<file path="src/fetch_pkg.sv">
`default_nettype none

package fetch_pkg;

    // datapath width of the core
    localparam int XLEN = 64;

    // base ISA instruction width, no compressed support
    localparam int ILEN = 32;

    // first fetch address after reset
    localparam logic [XLEN-1:0] RESET_PC = 64'h0000_0000_8000_0000;

    // why the pc left its sequential path this cycle
    //   NONE   - sequential fetch
    //   BRANCH - jal or taken conditional branch, pc relative
    //   JALR   - register indirect jump
    //   TRAP   - exception or interrupt entry through mtvec
    typedef enum logic [1:0] {
        NONE   = 2'b00,
        BRANCH = 2'b01,
        JALR   = 2'b10,
        TRAP   = 2'b11
    } redirect_e;

endpackage

`default_nettype wire

</file>
<file path="src/axi_pkg.sv">
`default_nettype none

package axi_pkg;

    // bus widths of the instruction port
    localparam int ADDR_W = 64;
    localparam int DATA_W = 64;

    // read response codes
    localparam logic [1:0] RESP_OKAY   = 2'b00;
    localparam logic [1:0] RESP_SLVERR = 2'b10;
    localparam logic [1:0] RESP_DECERR = 2'b11;

    // arprot bits are {instruction, non-secure, privileged}
    // fetch marks every request as an instruction access
    localparam logic [2:0] PROT_INSN = 3'b100;

endpackage

`default_nettype wire

</file>
<file path="src/axi_lite_if.sv">
`default_nettype none

// read half of AXI4-Lite, fetch never writes
interface axi_lite_if;

    // read address channel
    logic                      arvalid;
    logic                      arready;
    logic [axi_pkg::ADDR_W-1:0] araddr;
    logic [2:0]                arprot;

    // read data channel
    logic                      rvalid;
    logic                      rready;
    logic [axi_pkg::DATA_W-1:0] rdata;
    logic [1:0]                rresp;

    modport master (
        output arvalid, araddr, arprot, rready,
        input  arready, rvalid, rdata, rresp
    );

    modport slave (
        input  arvalid, araddr, arprot, rready,
        output arready, rvalid, rdata, rresp
    );

endinterface

`default_nettype wire

</file>
<file path="src/if_next_pc.sv">
`default_nettype none

module if_next_pc #(
    parameter logic [fetch_pkg::XLEN-1:0] RESET_ADDR = fetch_pkg::RESET_PC
) (
    input  wire logic                      clk,
    input  wire logic                      rst_n_i,
    input  wire logic                      jal_i,
    input  wire logic                      jalr_i,
    input  wire logic                      branch_i,
    input  wire logic [fetch_pkg::XLEN-1:0] alu_res_i,
    input  wire logic [fetch_pkg::XLEN-1:0] ex_pc_i,
    input  wire logic [fetch_pkg::XLEN-1:0] ex_imm_i,
    input  wire logic [fetch_pkg::XLEN-1:0] rs1_i,
    input  wire logic                      trap_i,
    input  wire logic [fetch_pkg::XLEN-1:0] mtvec_i,
    input  wire logic                      fetch_done_i,
    input  wire logic                      halt_i,
    output logic [fetch_pkg::XLEN-1:0]      pc_o,
    output logic                           redirect_o,
    output fetch_pkg::redirect_e           redirect_cause_o
);

    logic                       taken;
    logic [fetch_pkg::XLEN-1:0] br_target;
    logic [fetch_pkg::XLEN-1:0] jalr_sum;
    logic [fetch_pkg::XLEN-1:0] jalr_target;
    logic [fetch_pkg::XLEN-1:0] pc_q;
    logic                       jalr_tgt_q;
    fetch_pkg::redirect_e       cause;

    // branch compare result is zero when the condition holds
    assign taken       = jal_i || (branch_i && (alu_res_i == '0));
    assign br_target   = ex_pc_i + ex_imm_i;
    assign jalr_sum    = rs1_i + ex_imm_i;
    assign jalr_target = {jalr_sum[fetch_pkg::XLEN-1:1], 1'b0};

    // trap beats jal/branch, which beats jalr
    always_comb begin
        if (trap_i) begin
            cause = fetch_pkg::TRAP;
        end else if (taken) begin
            cause = fetch_pkg::BRANCH;
        end else if (jalr_i) begin
            cause = fetch_pkg::JALR;
        end else begin
            cause = fetch_pkg::NONE;
        end
    end

    assign redirect_o       = (cause != fetch_pkg::NONE);
    assign redirect_cause_o = cause;
    assign pc_o             = pc_q;

    always_ff @(posedge clk) begin
        if (!rst_n_i) begin
            pc_q       <= RESET_ADDR;
            jalr_tgt_q <= 1'b0;
        end else begin
            case (cause)
                fetch_pkg::TRAP: begin
                    pc_q       <= mtvec_i;
                    jalr_tgt_q <= 1'b0;
                end
                fetch_pkg::BRANCH: begin
                    pc_q       <= br_target;
                    jalr_tgt_q <= 1'b0;
                end
                fetch_pkg::JALR: begin
                    pc_q       <= jalr_target;
                    jalr_tgt_q <= 1'b1;
                end
                default: begin
                    // sequential step once the current word is in the queue
                    if (fetch_done_i && !halt_i) begin
                        pc_q <= pc_q + fetch_pkg::XLEN'(fetch_pkg::ILEN / 8);
                    end
                end
            endcase
        end
    end

    // only a jalr can leave the pc off a word boundary
    assert property (@(posedge clk) disable iff (!rst_n_i)
        (pc_q[1:0] != 2'b00) |-> (jalr_tgt_q && !pc_q[0]))
        else $error("pc misaligned without a jalr target: %h", pc_q);

    cover property (@(posedge clk) disable iff (!rst_n_i) jalr_tgt_q && pc_q[1]);

endmodule

`default_nettype wire

</file>
<file path="src/if_axi_reader.sv">
`default_nettype none

module if_axi_reader #(
    parameter int QUEUE_DEPTH = 4
) (
    input  wire logic                               clk,
    input  wire logic                               rst_n_i,
    input  wire logic [fetch_pkg::XLEN-1:0]          pc_i,
    input  wire logic                               redirect_i,
    input  wire logic [$clog2(QUEUE_DEPTH):0]        free_slots_i,
    axi_lite_if.master                              axi,
    output logic                                    fetch_done_o,
    output logic                                    halt_o,
    output logic                                    push_o,
    output logic [fetch_pkg::ILEN-1:0]               push_inst_o,
    output logic [fetch_pkg::XLEN-1:0]               push_pc_o,
    output logic                                    push_err_o
);

    typedef enum logic [1:0] {
        IDLE = 2'b00,
        ADDR = 2'b01,
        DATA = 2'b10
    } state_e;

    state_e                     state_q;
    logic [axi_pkg::ADDR_W-1:0] araddr_q;
    logic [fetch_pkg::XLEN-1:0] req_pc_q;
    logic                       stale_q;
    logic                       halt_q;
    logic                       rd_open_q;
    logic                       issue;
    logic                       beat_acc;
    logic                       beat_keep;
    logic                       beat_ok;

    // one read at a time, and only with room to push its result
    assign issue = (state_q == IDLE) && !redirect_i && !halt_q && (free_slots_i != '0);

    // beats are always accepted, stale or not
    assign beat_acc  = (state_q == DATA) && axi.rvalid && axi.rready;
    assign beat_keep = beat_acc && !stale_q && !redirect_i;
    assign beat_ok   = (axi.rresp == axi_pkg::RESP_OKAY);

    assign axi.arvalid = (state_q == ADDR);
    assign axi.araddr  = araddr_q;
    assign axi.arprot  = axi_pkg::PROT_INSN;
    assign axi.rready  = 1'b1;

    // upper or lower word of the beat by pc bit 2
    assign push_inst_o  = req_pc_q[2] ? axi.rdata[63:32] : axi.rdata[31:0];
    assign push_pc_o    = req_pc_q;
    assign push_err_o   = !beat_ok;
    assign push_o       = beat_keep;
    assign fetch_done_o = beat_keep && beat_ok;
    assign halt_o       = halt_q;

    always_ff @(posedge clk) begin
        if (!rst_n_i) begin
            state_q <= IDLE;
        end else begin
            case (state_q)
                IDLE: begin
                    if (issue) begin
                        state_q <= ADDR;
                    end
                end
                ADDR: begin
                    if (axi.arready) begin
                        state_q <= DATA;
                    end
                end
                DATA: begin
                    if (beat_acc) begin
                        state_q <= IDLE;
                    end
                end
                default: state_q <= IDLE;
            endcase
        end
    end

    // request address and pc are captured at issue and held
    always_ff @(posedge clk) begin
        if (issue) begin
            araddr_q <= {pc_i[axi_pkg::ADDR_W-1:3], 3'b000};
            req_pc_q <= pc_i;
        end
    end

    always_ff @(posedge clk) begin
        if (!rst_n_i) begin
            stale_q <= 1'b0;
            halt_q  <= 1'b0;
        end else begin
            // a redirect during a read makes its beat worthless
            if (beat_acc) begin
                stale_q <= 1'b0;
            end else if (redirect_i && (state_q != IDLE)) begin
                stale_q <= 1'b1;
            end

            // error stops fetch until the pc is redirected
            if (redirect_i) begin
                halt_q <= 1'b0;
            end else if (beat_keep && !beat_ok) begin
                halt_q <= 1'b1;
            end
        end
    end

    // bus level view of an open read
    always_ff @(posedge clk) begin
        if (!rst_n_i) begin
            rd_open_q <= 1'b0;
        end else if (axi.arvalid && axi.arready) begin
            rd_open_q <= 1'b1;
        end else if (axi.rvalid && axi.rready) begin
            rd_open_q <= 1'b0;
        end
    end

    assert property (@(posedge clk) disable iff (!rst_n_i)
        (axi.arvalid && !axi.arready) |=> (axi.arvalid && $stable(axi.araddr)))
        else $error("araddr changed while AR was pending");

    assert property (@(posedge clk) disable iff (!rst_n_i)
        axi.arvalid |-> !rd_open_q)
        else $error("AR issued with a read outstanding");

endmodule

`default_nettype wire

</file>
<file path="src/if_inst_queue.sv">
`default_nettype none

module if_inst_queue #(
    parameter int QUEUE_DEPTH = 4
) (
    input  wire logic                        clk,
    input  wire logic                        rst_n_i,
    input  wire logic                        flush_i,
    input  wire logic                        push_i,
    input  wire logic [fetch_pkg::ILEN-1:0]   push_inst_i,
    input  wire logic [fetch_pkg::XLEN-1:0]   push_pc_i,
    input  wire logic                        push_err_i,
    input  wire logic                        inst_ready_i,
    output logic [$clog2(QUEUE_DEPTH):0]      free_slots_o,
    output logic                             inst_valid_o,
    output logic [fetch_pkg::ILEN-1:0]        inst_o,
    output logic [fetch_pkg::XLEN-1:0]        inst_pc_o,
    output logic                             fetch_err_o
);

    localparam int AW = $clog2(QUEUE_DEPTH);

    logic [fetch_pkg::ILEN-1:0] inst_mem [QUEUE_DEPTH];
    logic [fetch_pkg::XLEN-1:0] pc_mem   [QUEUE_DEPTH];
    logic [QUEUE_DEPTH-1:0]     err_mem;
    logic [AW-1:0]              wr_ptr_q;
    logic [AW-1:0]              rd_ptr_q;
    logic [AW:0]                count_q;
    logic                       pop;

    assign inst_valid_o = (count_q != '0);
    assign pop          = inst_valid_o && inst_ready_i;
    assign free_slots_o = (AW + 1)'(QUEUE_DEPTH) - count_q;

    // head entry straight out of storage
    assign inst_o      = inst_mem[rd_ptr_q];
    assign inst_pc_o   = pc_mem[rd_ptr_q];
    assign fetch_err_o = inst_valid_o && err_mem[rd_ptr_q];

    always_ff @(posedge clk) begin
        if (!rst_n_i || flush_i) begin
            wr_ptr_q <= '0;
            rd_ptr_q <= '0;
            count_q  <= '0;
        end else begin
            if (push_i) begin
                wr_ptr_q <= wr_ptr_q + 1'b1;
            end
            if (pop) begin
                rd_ptr_q <= rd_ptr_q + 1'b1;
            end
            case ({push_i, pop})
                2'b10:   count_q <= count_q + 1'b1;
                2'b01:   count_q <= count_q - 1'b1;
                default: count_q <= count_q;
            endcase
        end
    end

    always_ff @(posedge clk) begin
        if (push_i && !flush_i) begin
            inst_mem[wr_ptr_q] <= push_inst_i;
            pc_mem[wr_ptr_q]   <= push_pc_i;
            err_mem[wr_ptr_q]  <= push_err_i;
        end
    end

    // reader credit check must keep us from overrunning
    assert property (@(posedge clk) disable iff (!rst_n_i)
        push_i |-> (free_slots_o != '0))
        else $error("push into a full instruction queue");

endmodule

`default_nettype wire

</file>
<file path="src/if_stage_top.sv">
`default_nettype none

module if_stage_top #(
    parameter int                         QUEUE_DEPTH = 4,
    parameter logic [fetch_pkg::XLEN-1:0] RESET_ADDR  = fetch_pkg::RESET_PC
) (
    input  wire logic                        clk,
    input  wire logic                        rst_n_i,
    // redirect sources from execute/memory
    input  wire logic                        jal_i,
    input  wire logic                        jalr_i,
    input  wire logic                        branch_i,
    input  wire logic [fetch_pkg::XLEN-1:0]   alu_res_i,
    input  wire logic [fetch_pkg::XLEN-1:0]   ex_pc_i,
    input  wire logic [fetch_pkg::XLEN-1:0]   ex_imm_i,
    input  wire logic [fetch_pkg::XLEN-1:0]   rs1_i,
    input  wire logic                        trap_i,
    input  wire logic [fetch_pkg::XLEN-1:0]   mtvec_i,
    // AXI4-Lite read master
    output logic                             m_axi_arvalid_o,
    input  wire logic                        m_axi_arready_i,
    output logic [axi_pkg::ADDR_W-1:0]        m_axi_araddr_o,
    output logic [2:0]                       m_axi_arprot_o,
    input  wire logic                        m_axi_rvalid_i,
    output logic                             m_axi_rready_o,
    input  wire logic [axi_pkg::DATA_W-1:0]   m_axi_rdata_i,
    input  wire logic [1:0]                  m_axi_rresp_i,
    // to decode
    output logic                             inst_valid_o,
    input  wire logic                        inst_ready_i,
    output logic [fetch_pkg::ILEN-1:0]        inst_o,
    output logic [fetch_pkg::XLEN-1:0]        inst_pc_o,
    output logic                             fetch_err_o
);

    logic [fetch_pkg::XLEN-1:0]     pc;
    logic                           redirect;
    fetch_pkg::redirect_e           redirect_cause;
    logic                           queue_flush;
    logic                           fetch_done;
    logic                           halt;
    logic                           push;
    logic [fetch_pkg::ILEN-1:0]     push_inst;
    logic [fetch_pkg::XLEN-1:0]     push_pc;
    logic                           push_err;
    logic [$clog2(QUEUE_DEPTH):0]   free_slots;

    axi_lite_if axi_bus ();

    assign m_axi_arvalid_o = axi_bus.arvalid;
    assign m_axi_araddr_o  = axi_bus.araddr;
    assign m_axi_arprot_o  = axi_bus.arprot;
    assign m_axi_rready_o  = axi_bus.rready;
    assign axi_bus.arready = m_axi_arready_i;
    assign axi_bus.rvalid  = m_axi_rvalid_i;
    assign axi_bus.rdata   = m_axi_rdata_i;
    assign axi_bus.rresp   = m_axi_rresp_i;

    // any redirect cause empties the queue
    assign queue_flush = (redirect_cause != fetch_pkg::NONE);

    if_next_pc #(
        .RESET_ADDR (RESET_ADDR)
    ) u_next_pc (
        .clk              (clk),
        .rst_n_i          (rst_n_i),
        .jal_i            (jal_i),
        .jalr_i           (jalr_i),
        .branch_i         (branch_i),
        .alu_res_i        (alu_res_i),
        .ex_pc_i          (ex_pc_i),
        .ex_imm_i         (ex_imm_i),
        .rs1_i            (rs1_i),
        .trap_i           (trap_i),
        .mtvec_i          (mtvec_i),
        .fetch_done_i     (fetch_done),
        .halt_i           (halt),
        .pc_o             (pc),
        .redirect_o       (redirect),
        .redirect_cause_o (redirect_cause)
    );

    if_axi_reader #(
        .QUEUE_DEPTH (QUEUE_DEPTH)
    ) u_axi_reader (
        .clk          (clk),
        .rst_n_i      (rst_n_i),
        .pc_i         (pc),
        .redirect_i   (redirect),
        .free_slots_i (free_slots),
        .axi          (axi_bus),
        .fetch_done_o (fetch_done),
        .halt_o       (halt),
        .push_o       (push),
        .push_inst_o  (push_inst),
        .push_pc_o    (push_pc),
        .push_err_o   (push_err)
    );

    if_inst_queue #(
        .QUEUE_DEPTH (QUEUE_DEPTH)
    ) u_inst_queue (
        .clk          (clk),
        .rst_n_i      (rst_n_i),
        .flush_i      (queue_flush),
        .push_i       (push),
        .push_inst_i  (push_inst),
        .push_pc_i    (push_pc),
        .push_err_i   (push_err),
        .inst_ready_i (inst_ready_i),
        .free_slots_o (free_slots),
        .inst_valid_o (inst_valid_o),
        .inst_o       (inst_o),
        .inst_pc_o    (inst_pc_o),
        .fetch_err_o  (fetch_err_o)
    );

endmodule

`default_nettype wire

</file>
<file path="config.mk">
export PLATFORM = sky130hd
export DESIGN_NAME = if_stage_top
export DESIGN_NICKNAME = d
export VERILOG_FILES = /design/src/fetch_pkg.sv /design/src/axi_pkg.sv /design/src/axi_lite_if.sv /design/src/if_next_pc.sv /design/src/if_axi_reader.sv /design/src/if_inst_queue.sv /design/src/if_stage_top.sv
export SDC_FILE = /design/constraint.sdc
export NUM_CORES = 1
export LEC_CHECK = 0
export BUFFER_PORTS_ARGS = -buffer_cell sky130_fd_sc_hd__buf_2
export CORE_MARGIN = 3
export CORE_UTILIZATION = 35
export DETAILED_ROUTE_END_ITERATION = 10
export PLACE_DENSITY_LB_ADDON = 0.3
export SKIP_LAST_GASP = 1
export SLEW_MARGIN = 0
export SYNTH_ARGS = -nofsm -noshare
export SYNTH_HDL_FRONTEND = slang
export SYNTH_HIERARCHICAL = 1
export SYNTH_SLANG_ARGS = --single-unit
</file>
<file path="constraint.sdc">
create_clock -name clk -period 14.8 [get_ports clk]
set_input_delay 2.96 -clock clk [delete_from_list [all_inputs] [get_ports clk]]
set_output_delay 2.96 -clock clk [all_outputs]
set_load 0.03 [all_outputs]
</file>
==> results of run 1 <==
## power breakdown
part / total (mW) / switching, mW / internal, mW
clock network: 1.31 / 0.561 / 0.745
registers: 1.69 / 0.0428 / 1.64
logic: 0.596 / 0.361 / 0.235
total: 3.59 / 0.965 / 2.62
## per-layer routing
metal / track usage / routed length (um) / vias to the layer above
met2: 0.324 / 43100 / 867
met1: 0.285 / 41700 / 11021
met5: 0 / 0 / -
li1: - / - / 10744
met4: 0.0587 / 2520 / 0
met3: 0.0251 / 5800 / 123
## how the worst max path moves through the flow
stage                       start                      endpoint  slack, ns
floorplan           alu_res_i[20]     u_axi_reader/push_pc_o[0]       6.76
global placement    alu_res_i[48]  u_inst_queue/inst_mem[0][12]       7.22
detailed placement  alu_res_i[12]    u_inst_queue/pc_mem[0][15]       7.14
CTS                 alu_res_i[12]    u_inst_queue/pc_mem[1][51]       7.80
global route        alu_res_i[29]    u_inst_queue/pc_mem[2][55]       7.31
finish               alu_res_i[0]    u_inst_queue/pc_mem[2][55]       7.76
## final cells by class
| class | count | area, um2 |
|---|---|---|
| diodes | 4 | 10.0 |
| clock buffers | 62 | 1350 |
| clock inverters | 33 | 338 |
| fillers | 8166 | 49300 |
| inverters | 58 | 218 |
| multi-input cells | 1767 | 13500 |
| flip-flops and latches | 529 | 15100 |
| well taps | 1134 | 1420 |
| repair buffers | 571 | 2900 |
## through the flow
stage / util / total power, mW / hold WS, ns / worst slack (ns)
floorplan: - / 2.10 / 0.403 / 6.76
global route: 0.414 / 3.74 / 0.486 / 7.31
detailed placement: 0.394 / 2.30 / 0.448 / 7.14
finish: 0.414 / 3.59 / 0.462 / 7.76
global placement: 0.394 / 2.30 / 0.435 / 7.22
CTS: 0.414 / 3.62 / 0.461 / 7.80
## Yosys cell counts (all sizes together) (16+ instances only)
library cell,instances,share of area
a221oi,33,0.0097
xor2,50,0.015
buf,114,0.027
o211ai,18,0.0047
and3,40,0.0084
ha,138,0.058
mux2,35,0.013
dfxtp,77,0.052
nand2,199,0.025
nor3,25,0.0044
a21o,60,0.015
o21a,16,0.0040
and2,28,0.0059
a21oi,251,0.042
a31oi,33,0.0069
o21ai,141,0.024
xnor2,68,0.020
mux4,97,0.073
inv,58,0.0073
nor2b,19,0.0040
o21bai,27,0.0068
nor4,26,0.0064
edfxtp,452,0.45
nand4,59,0.012
clkbuf,93,0.012
nand3,61,0.010
nor2,107,0.013
o31ai,17,0.0044
## cell families (layout without fill, tap and decap cells)
logic type / Yosys count / count (layout)
compound gates: 740 / 740
simple gates: 623 / 623
flops: 529 / 529
buf+inv: 265 / 724
fa+ha+maj: 141 / 141
mux: 138 / 138
xor+xnor: 118 / 118
other cells: 2 / 11
## worst max-delay path, stage by stage
cell and delay, ns:
buf_2 0.11, nor4_1 0.34, nand4_1 0.20, nor4_1 0.26, a41oi_1 0.19, a21oi_1 0.42, ha_1 0.31, inv_1 0.11
nor3_1 0.44, inv_1 0.12, nor2_1 0.25, and2_4 0.82, buf_4 0.61
## state kept, by name (all words and copies together) (netlist names), named ones only
| name | count |
|---|---|
| u_axi_reader/push_pc_o | 64 |
| u_inst_queue/inst_mem | 128 |
| u_next_pc/pc_o | 64 |
| u_inst_queue/count_q | 3 |
| u_inst_queue/pc_mem | 256 |
| u_axi_reader/halt_o | 1 |
| u_axi_reader/state_q | 2 |
| u_axi_reader/stale_q | 1 |
| u_inst_queue/err_mem | 4 |
| u_inst_queue/wr_ptr_q | 2 |
| u_inst_queue/rd_ptr_q | 2 |
==> qor.csv, run 1 <==
stage,metric,value,unit
sta,"Slew Viols, Final",0,
placement,DP Area,0.0331,mm2
global_routing,pin count of the biggest net entering global routing,66,
synthesis,main combinational cell family by area after synthesis,compound AO/OA/AOI/OAI gates,
die,core area,0.0841,mm2
synthesis,post-synthesis mux area share,0.0883,
die,I/O pin total,562,
synthesis,sequential fraction of the synthesis area,0.506,
global_routing,GRT Total Usage,0.201,
placement,Final Wtd Congestion,0.940,
cells_and_area,area delta synth->final,16.5,%
sta,"Setup violations, final",0,
run,max cap viols,0,
synthesis,Avg Synthesized Cell Area,11.7,um2
synthesis,adder-cell area share of the yosys netlist,0.0598,
clock_tree,Skew-Pair Late Insertion Delay,0.60,ns
hold_path,WHS Path Cells,0,
detailed_routing,vias per inst,5.47,
worst_setup_path,critical path class,in -> reg,
clock_tree,TritonCTS buffer count,52,
hold_path,hold_sp,u_next_pc/pc_o[43],
worst_setup_path,Arrival @ worst endpoint,7.26,ns
worst_setup_path,Setup crit start kind,input pin,
clock_tree,clk root buf,clkbuf_16,
outcome,status,"complete, no violations",
sta,Slew headroom,0.295,
placement,DP Wirelength,70.9,mm
sta,Max Freq,0.142,GHz
cells_and_area,final net count,3515,
sta,final setup TNS,0,ns
clock_tree,PostCTS Resize Cnt,0,
synthesis,"flops & latches, synth",529,
detailed_routing,final wirelength,93.1,mm
clock_tree,cts hold-fix bufs,0,
worst_setup_path,FF-to-FF End,u_next_pc/pc_o[63],
global_routing,first-pass GRT wire length,139,mm
synthesis,synth warn,6,
clock_tree,TritonCTS clock tree,yes,
synthesis,Post-Syn Instances,2556,
synthesis,post-synthesis compound-gate area fraction,0.161,
clock_tree,clk sinks,529,
worst_setup_path,R2R Path Start,u_next_pc/pc_o[2],
worst_setup_path,"Max FO, Critical Path",61,
sta,actual slew at the worst max-slew pin,1.06,ns
power_and_ir_drop,VDD IR max,0.0902,mV
cells_and_area,fin area,0.0348,mm2
detailed_routing,router iterations before antenna repair,5,
cells_and_area,most frequent cells in the layout,"buf_2, edfxtp_1, a21oi_1",
clock_tree,H-tree levels,2,
worst_setup_path,"Data required, critical path",15.02,ns
hold_path,Hold Path End,u_axi_reader/push_pc_o[43],
detailed_routing,Detailed Route Iter0 Violations,2286,
synthesis,Synth Flop Type,edfxtp_1,
cells_and_area,layout cells sized above 1,0.261,
sta,Worst Clk Skew,0.0233,ns
worst_setup_path,Worst setup EP type,flop,
global_routing,initial antenna violation count,4,
detailed_routing,Avg WL per Cell,22.4,um
die,FP Rows,106,
cells_and_area,"non-filler cells, final",4158,
synthesis,number of flops mapped to enable cells by yosys,452,
die,die width,298,um
global_routing,grt ovf,0,
die,Initial Util,0.355,
die,Die Y,298,um
synthesis,post-synth cell types,91,
synthesis,Syn Std Cell Area,0.0299,mm2
sta,minimum clock period,7.04,ns
detailed_routing,DRC errors left,0,
sta,fin crit share,0.476,
sta,RSZ-0062 raised after global routing,no,
placement,buffers added on ports,554,
global_routing,vias in the first global route,22602,
power_and_ir_drop,Power Density,103,mW/mm2
detailed_routing,antenna-violating nets left,0,
sta,Final Hold Fails,0,
hold_path,Min-Delay Path Class,reg -> reg,
worst_setup_path,worst reg-to-reg path cell count,11,
synthesis,xor/xnor cell area share of the yosys netlist,0.0346,
clock_tree,Post-CTS Setup Inserts,0,
worst_setup_path,"setup slack, reg-to-reg",11.23,ns
synthesis,asr flop ratio synth,0,
power_and_ir_drop,Pleak,12.9,nW
die,die area,0.0889,mm2
clock_tree,CTS max path bufs,3,
synthesis,Synth Area in Simple Gates,0.104,
placement,placed insts,4059,
clock_tree,"CTS clk-pin slew, worst paths",0.06,ns
cells_and_area,"commonest non-fill, non-tap cell in the layout",buf_2,
detailed_routing,DR vias,22755,
Power figures use the tool's default switching activity.
==> inputs of run 2 (changes only) <==
Clock period 14.8 ns to 5.7 ns, I/O delays scaled along.
==> qor.csv, run 2 (same netlist as run 1, synthesis figures left out) <==
stage,metric,value,unit
outcome,status,"complete, no violations",
clock_tree,TritonCTS buffer count,52,
global_routing,first-pass GRT wire length,139,mm
global_routing,pin count of the biggest net entering global routing,107,
clock_tree,clk sinks,529,
sta,RSZ-0062 raised after global routing,no,
hold_path,Min-Delay Path Class,reg -> reg,
global_routing,initial antenna violation count,10,
global_routing,grt ovf,0,
detailed_routing,vias per inst,5.48,
detailed_routing,DR vias,22940,
cells_and_area,fin area,0.0352,mm2
placement,DP Wirelength,71.5,mm
worst_setup_path,critical path class,in -> reg,
sta,Final Hold Fails,0,
sta,Slew headroom,0.426,
sta,"Setup violations, final",0,
cells_and_area,final core utilization,0.419,
worst_setup_path,Worst setup EP type,flop,
sta,minimum clock period,4.61,ns
detailed_routing,Avg WL per Cell,22.2,um
placement,DP Area,0.0334,mm2
worst_setup_path,Arrival @ worst endpoint,5.08,ns
cells_and_area,layout cells sized above 1,0.269,
cells_and_area,biggest regs,"u_inst_queue/pc_mem x256, u_inst_queue/inst_mem x128",
sta,fin crit share,0.808,
detailed_routing,Detailed Route Iter0 Violations,2387,
power_and_ir_drop,VDD IR max,0.184,mV
global_routing,vias in the first global route,22397,
clock_tree,TritonCTS clock tree,yes,
placement,buffers added on ports,554,
power_and_ir_drop,Power Density,268,mW/mm2
cells_and_area,max FFs per register,256,
placement,Place WS,0.426,ns
sta,Worst Clk Skew,0.0226,ns
sta,Max Freq,0.217,GHz
placement,placed insts,4081,
clock_tree,H-tree levels,2,
clock_tree,clk root buf,clkbuf_16,
cells_and_area,"commonest non-fill, non-tap cell in the layout",buf_2,
die,Die Y,298,um
detailed_routing,antenna-violating nets left,0,
power_and_ir_drop,Pleak,13.1,nW
run,max cap viols,0,
cells_and_area,"non-filler cells, final",4186,
worst_setup_path,Setup crit start kind,input pin,
die,die width,298,um
detailed_routing,router iterations before antenna repair,8,
clock_tree,Skew-Pair Late Insertion Delay,0.59,ns
sta,final setup TNS,0,ns
detailed_routing,final wirelength,92.9,mm
placement,Final Wtd Congestion,0.957,
die,I/O pin total,562,
worst_setup_path,"Data required, critical path",6.17,ns
clock_tree,cts hold-fix bufs,0,
cells_and_area,most frequent cells in the layout,"buf_2, edfxtp_1, a21oi_1",
cells_and_area,largest register by flop count,u_inst_queue/pc_mem,
die,core area,0.0841,mm2
die,die area,0.0889,mm2
sta,actual slew at the worst max-slew pin,0.861,ns
clock_tree,CTS max path bufs,3,
clock_tree,PostCTS Resize Cnt,0,
worst_setup_path,"Max FO, Critical Path",16,
die,FP Rows,106,
sta,"Slew Viols, Final",0,
cells_and_area,area delta synth->final,17.9,%
detailed_routing,DRC errors left,0,
sta,PnR worst setup slack,1.09,ns
global_routing,GRT Total Usage,0.200,
clock_tree,Post-CTS Setup Inserts,0,
cells_and_area,final net count,3537,
clock_tree,"CTS clk-pin slew, worst paths",0.07,ns
die,Initial Util,0.355,
run 2: cell types whose count changed in the layout (fill, tap and decap cells not counted), sizes merged:
cell,previous run,this run
inv,64,65
diode,4,7
clkbuf,62,61
bufinv,5,6
clkinvlp,3,4
clkinv,19,20
buf,571,593
run 2: cell type report:
class | count | area (um2)
diodes | 7 | 17.5
clock buffers | 61 | 1400
clock inverters | 37 | 387
fillers | 8162 | 48800
inverters | 58 | 218
multi-input cells | 1767 | 13500
flip-flops and latches | 529 | 15100
well taps | 1134 | 1420
repair buffers | 593 | 3220
run 2: routing by layer:
layer | part of all wire | global-route usage | up-vias
li1 | - | - | 10804
met1 | 0.45 | 0.286 | 11146
met2 | 0.46 | 0.322 | 863
met3 | 0.062 | 0.0232 | 127
met4 | 0.024 | 0.0499 | 0
met5 | 0 | 0 | -
run 2: power by group:
part	leakage (nW)	internal, mW	switching [mW]	total (mW)
Clock	0.871	2.05	1.47	3.51
Sequential	4.74	4.26	0.111	4.38
Combinational	7.49	0.618	0.944	1.56
Total	13.1	6.93	2.52	9.45
run 2: worst max-delay path, cell delays in order:
cell and delay (ns):
buf_2 0.10, nor4_1 0.46, nand4_1 0.21, nor4_1 0.27
a41oi_1 0.23, a21oi_1 0.22, buf_4 0.17, ha_1 0.23
inv_1 0.12, nor4_1 0.42, inv_1 0.13, o21ai_2 0.32
nand2_1 0.30, buf_4 0.30, a221o_1 0.27, a21oi_1 0.15
nor3_1 0.06
run 2: final timing paths:
check                    startpoint                   endpoint  slack, ns  cells past startpoint
setup / recovery       alu_res_i[0]         u_next_pc/pc_o[34]       1.09                     17
hold / removal    u_next_pc/pc_o[0]  u_axi_reader/push_pc_o[0]       0.45                      0
setup reg to reg  u_next_pc/pc_o[2]         u_next_pc/pc_o[63]       2.07                     11
hold reg to reg   u_next_pc/pc_o[0]  u_axi_reader/push_pc_o[0]       0.45                      0
run 2: through the flow:
step | hold WS, ns | total power [mW]
6_report | 0.451 | 9.45
5_1_grt | 0.474 | 9.86
4_1_cts | 0.454 | 9.52
3_5_place_dp | 0.435 | 5.98
3_3_place_gp | 0.441 | 5.99
2_1_floorplan | 0.403 | 5.44
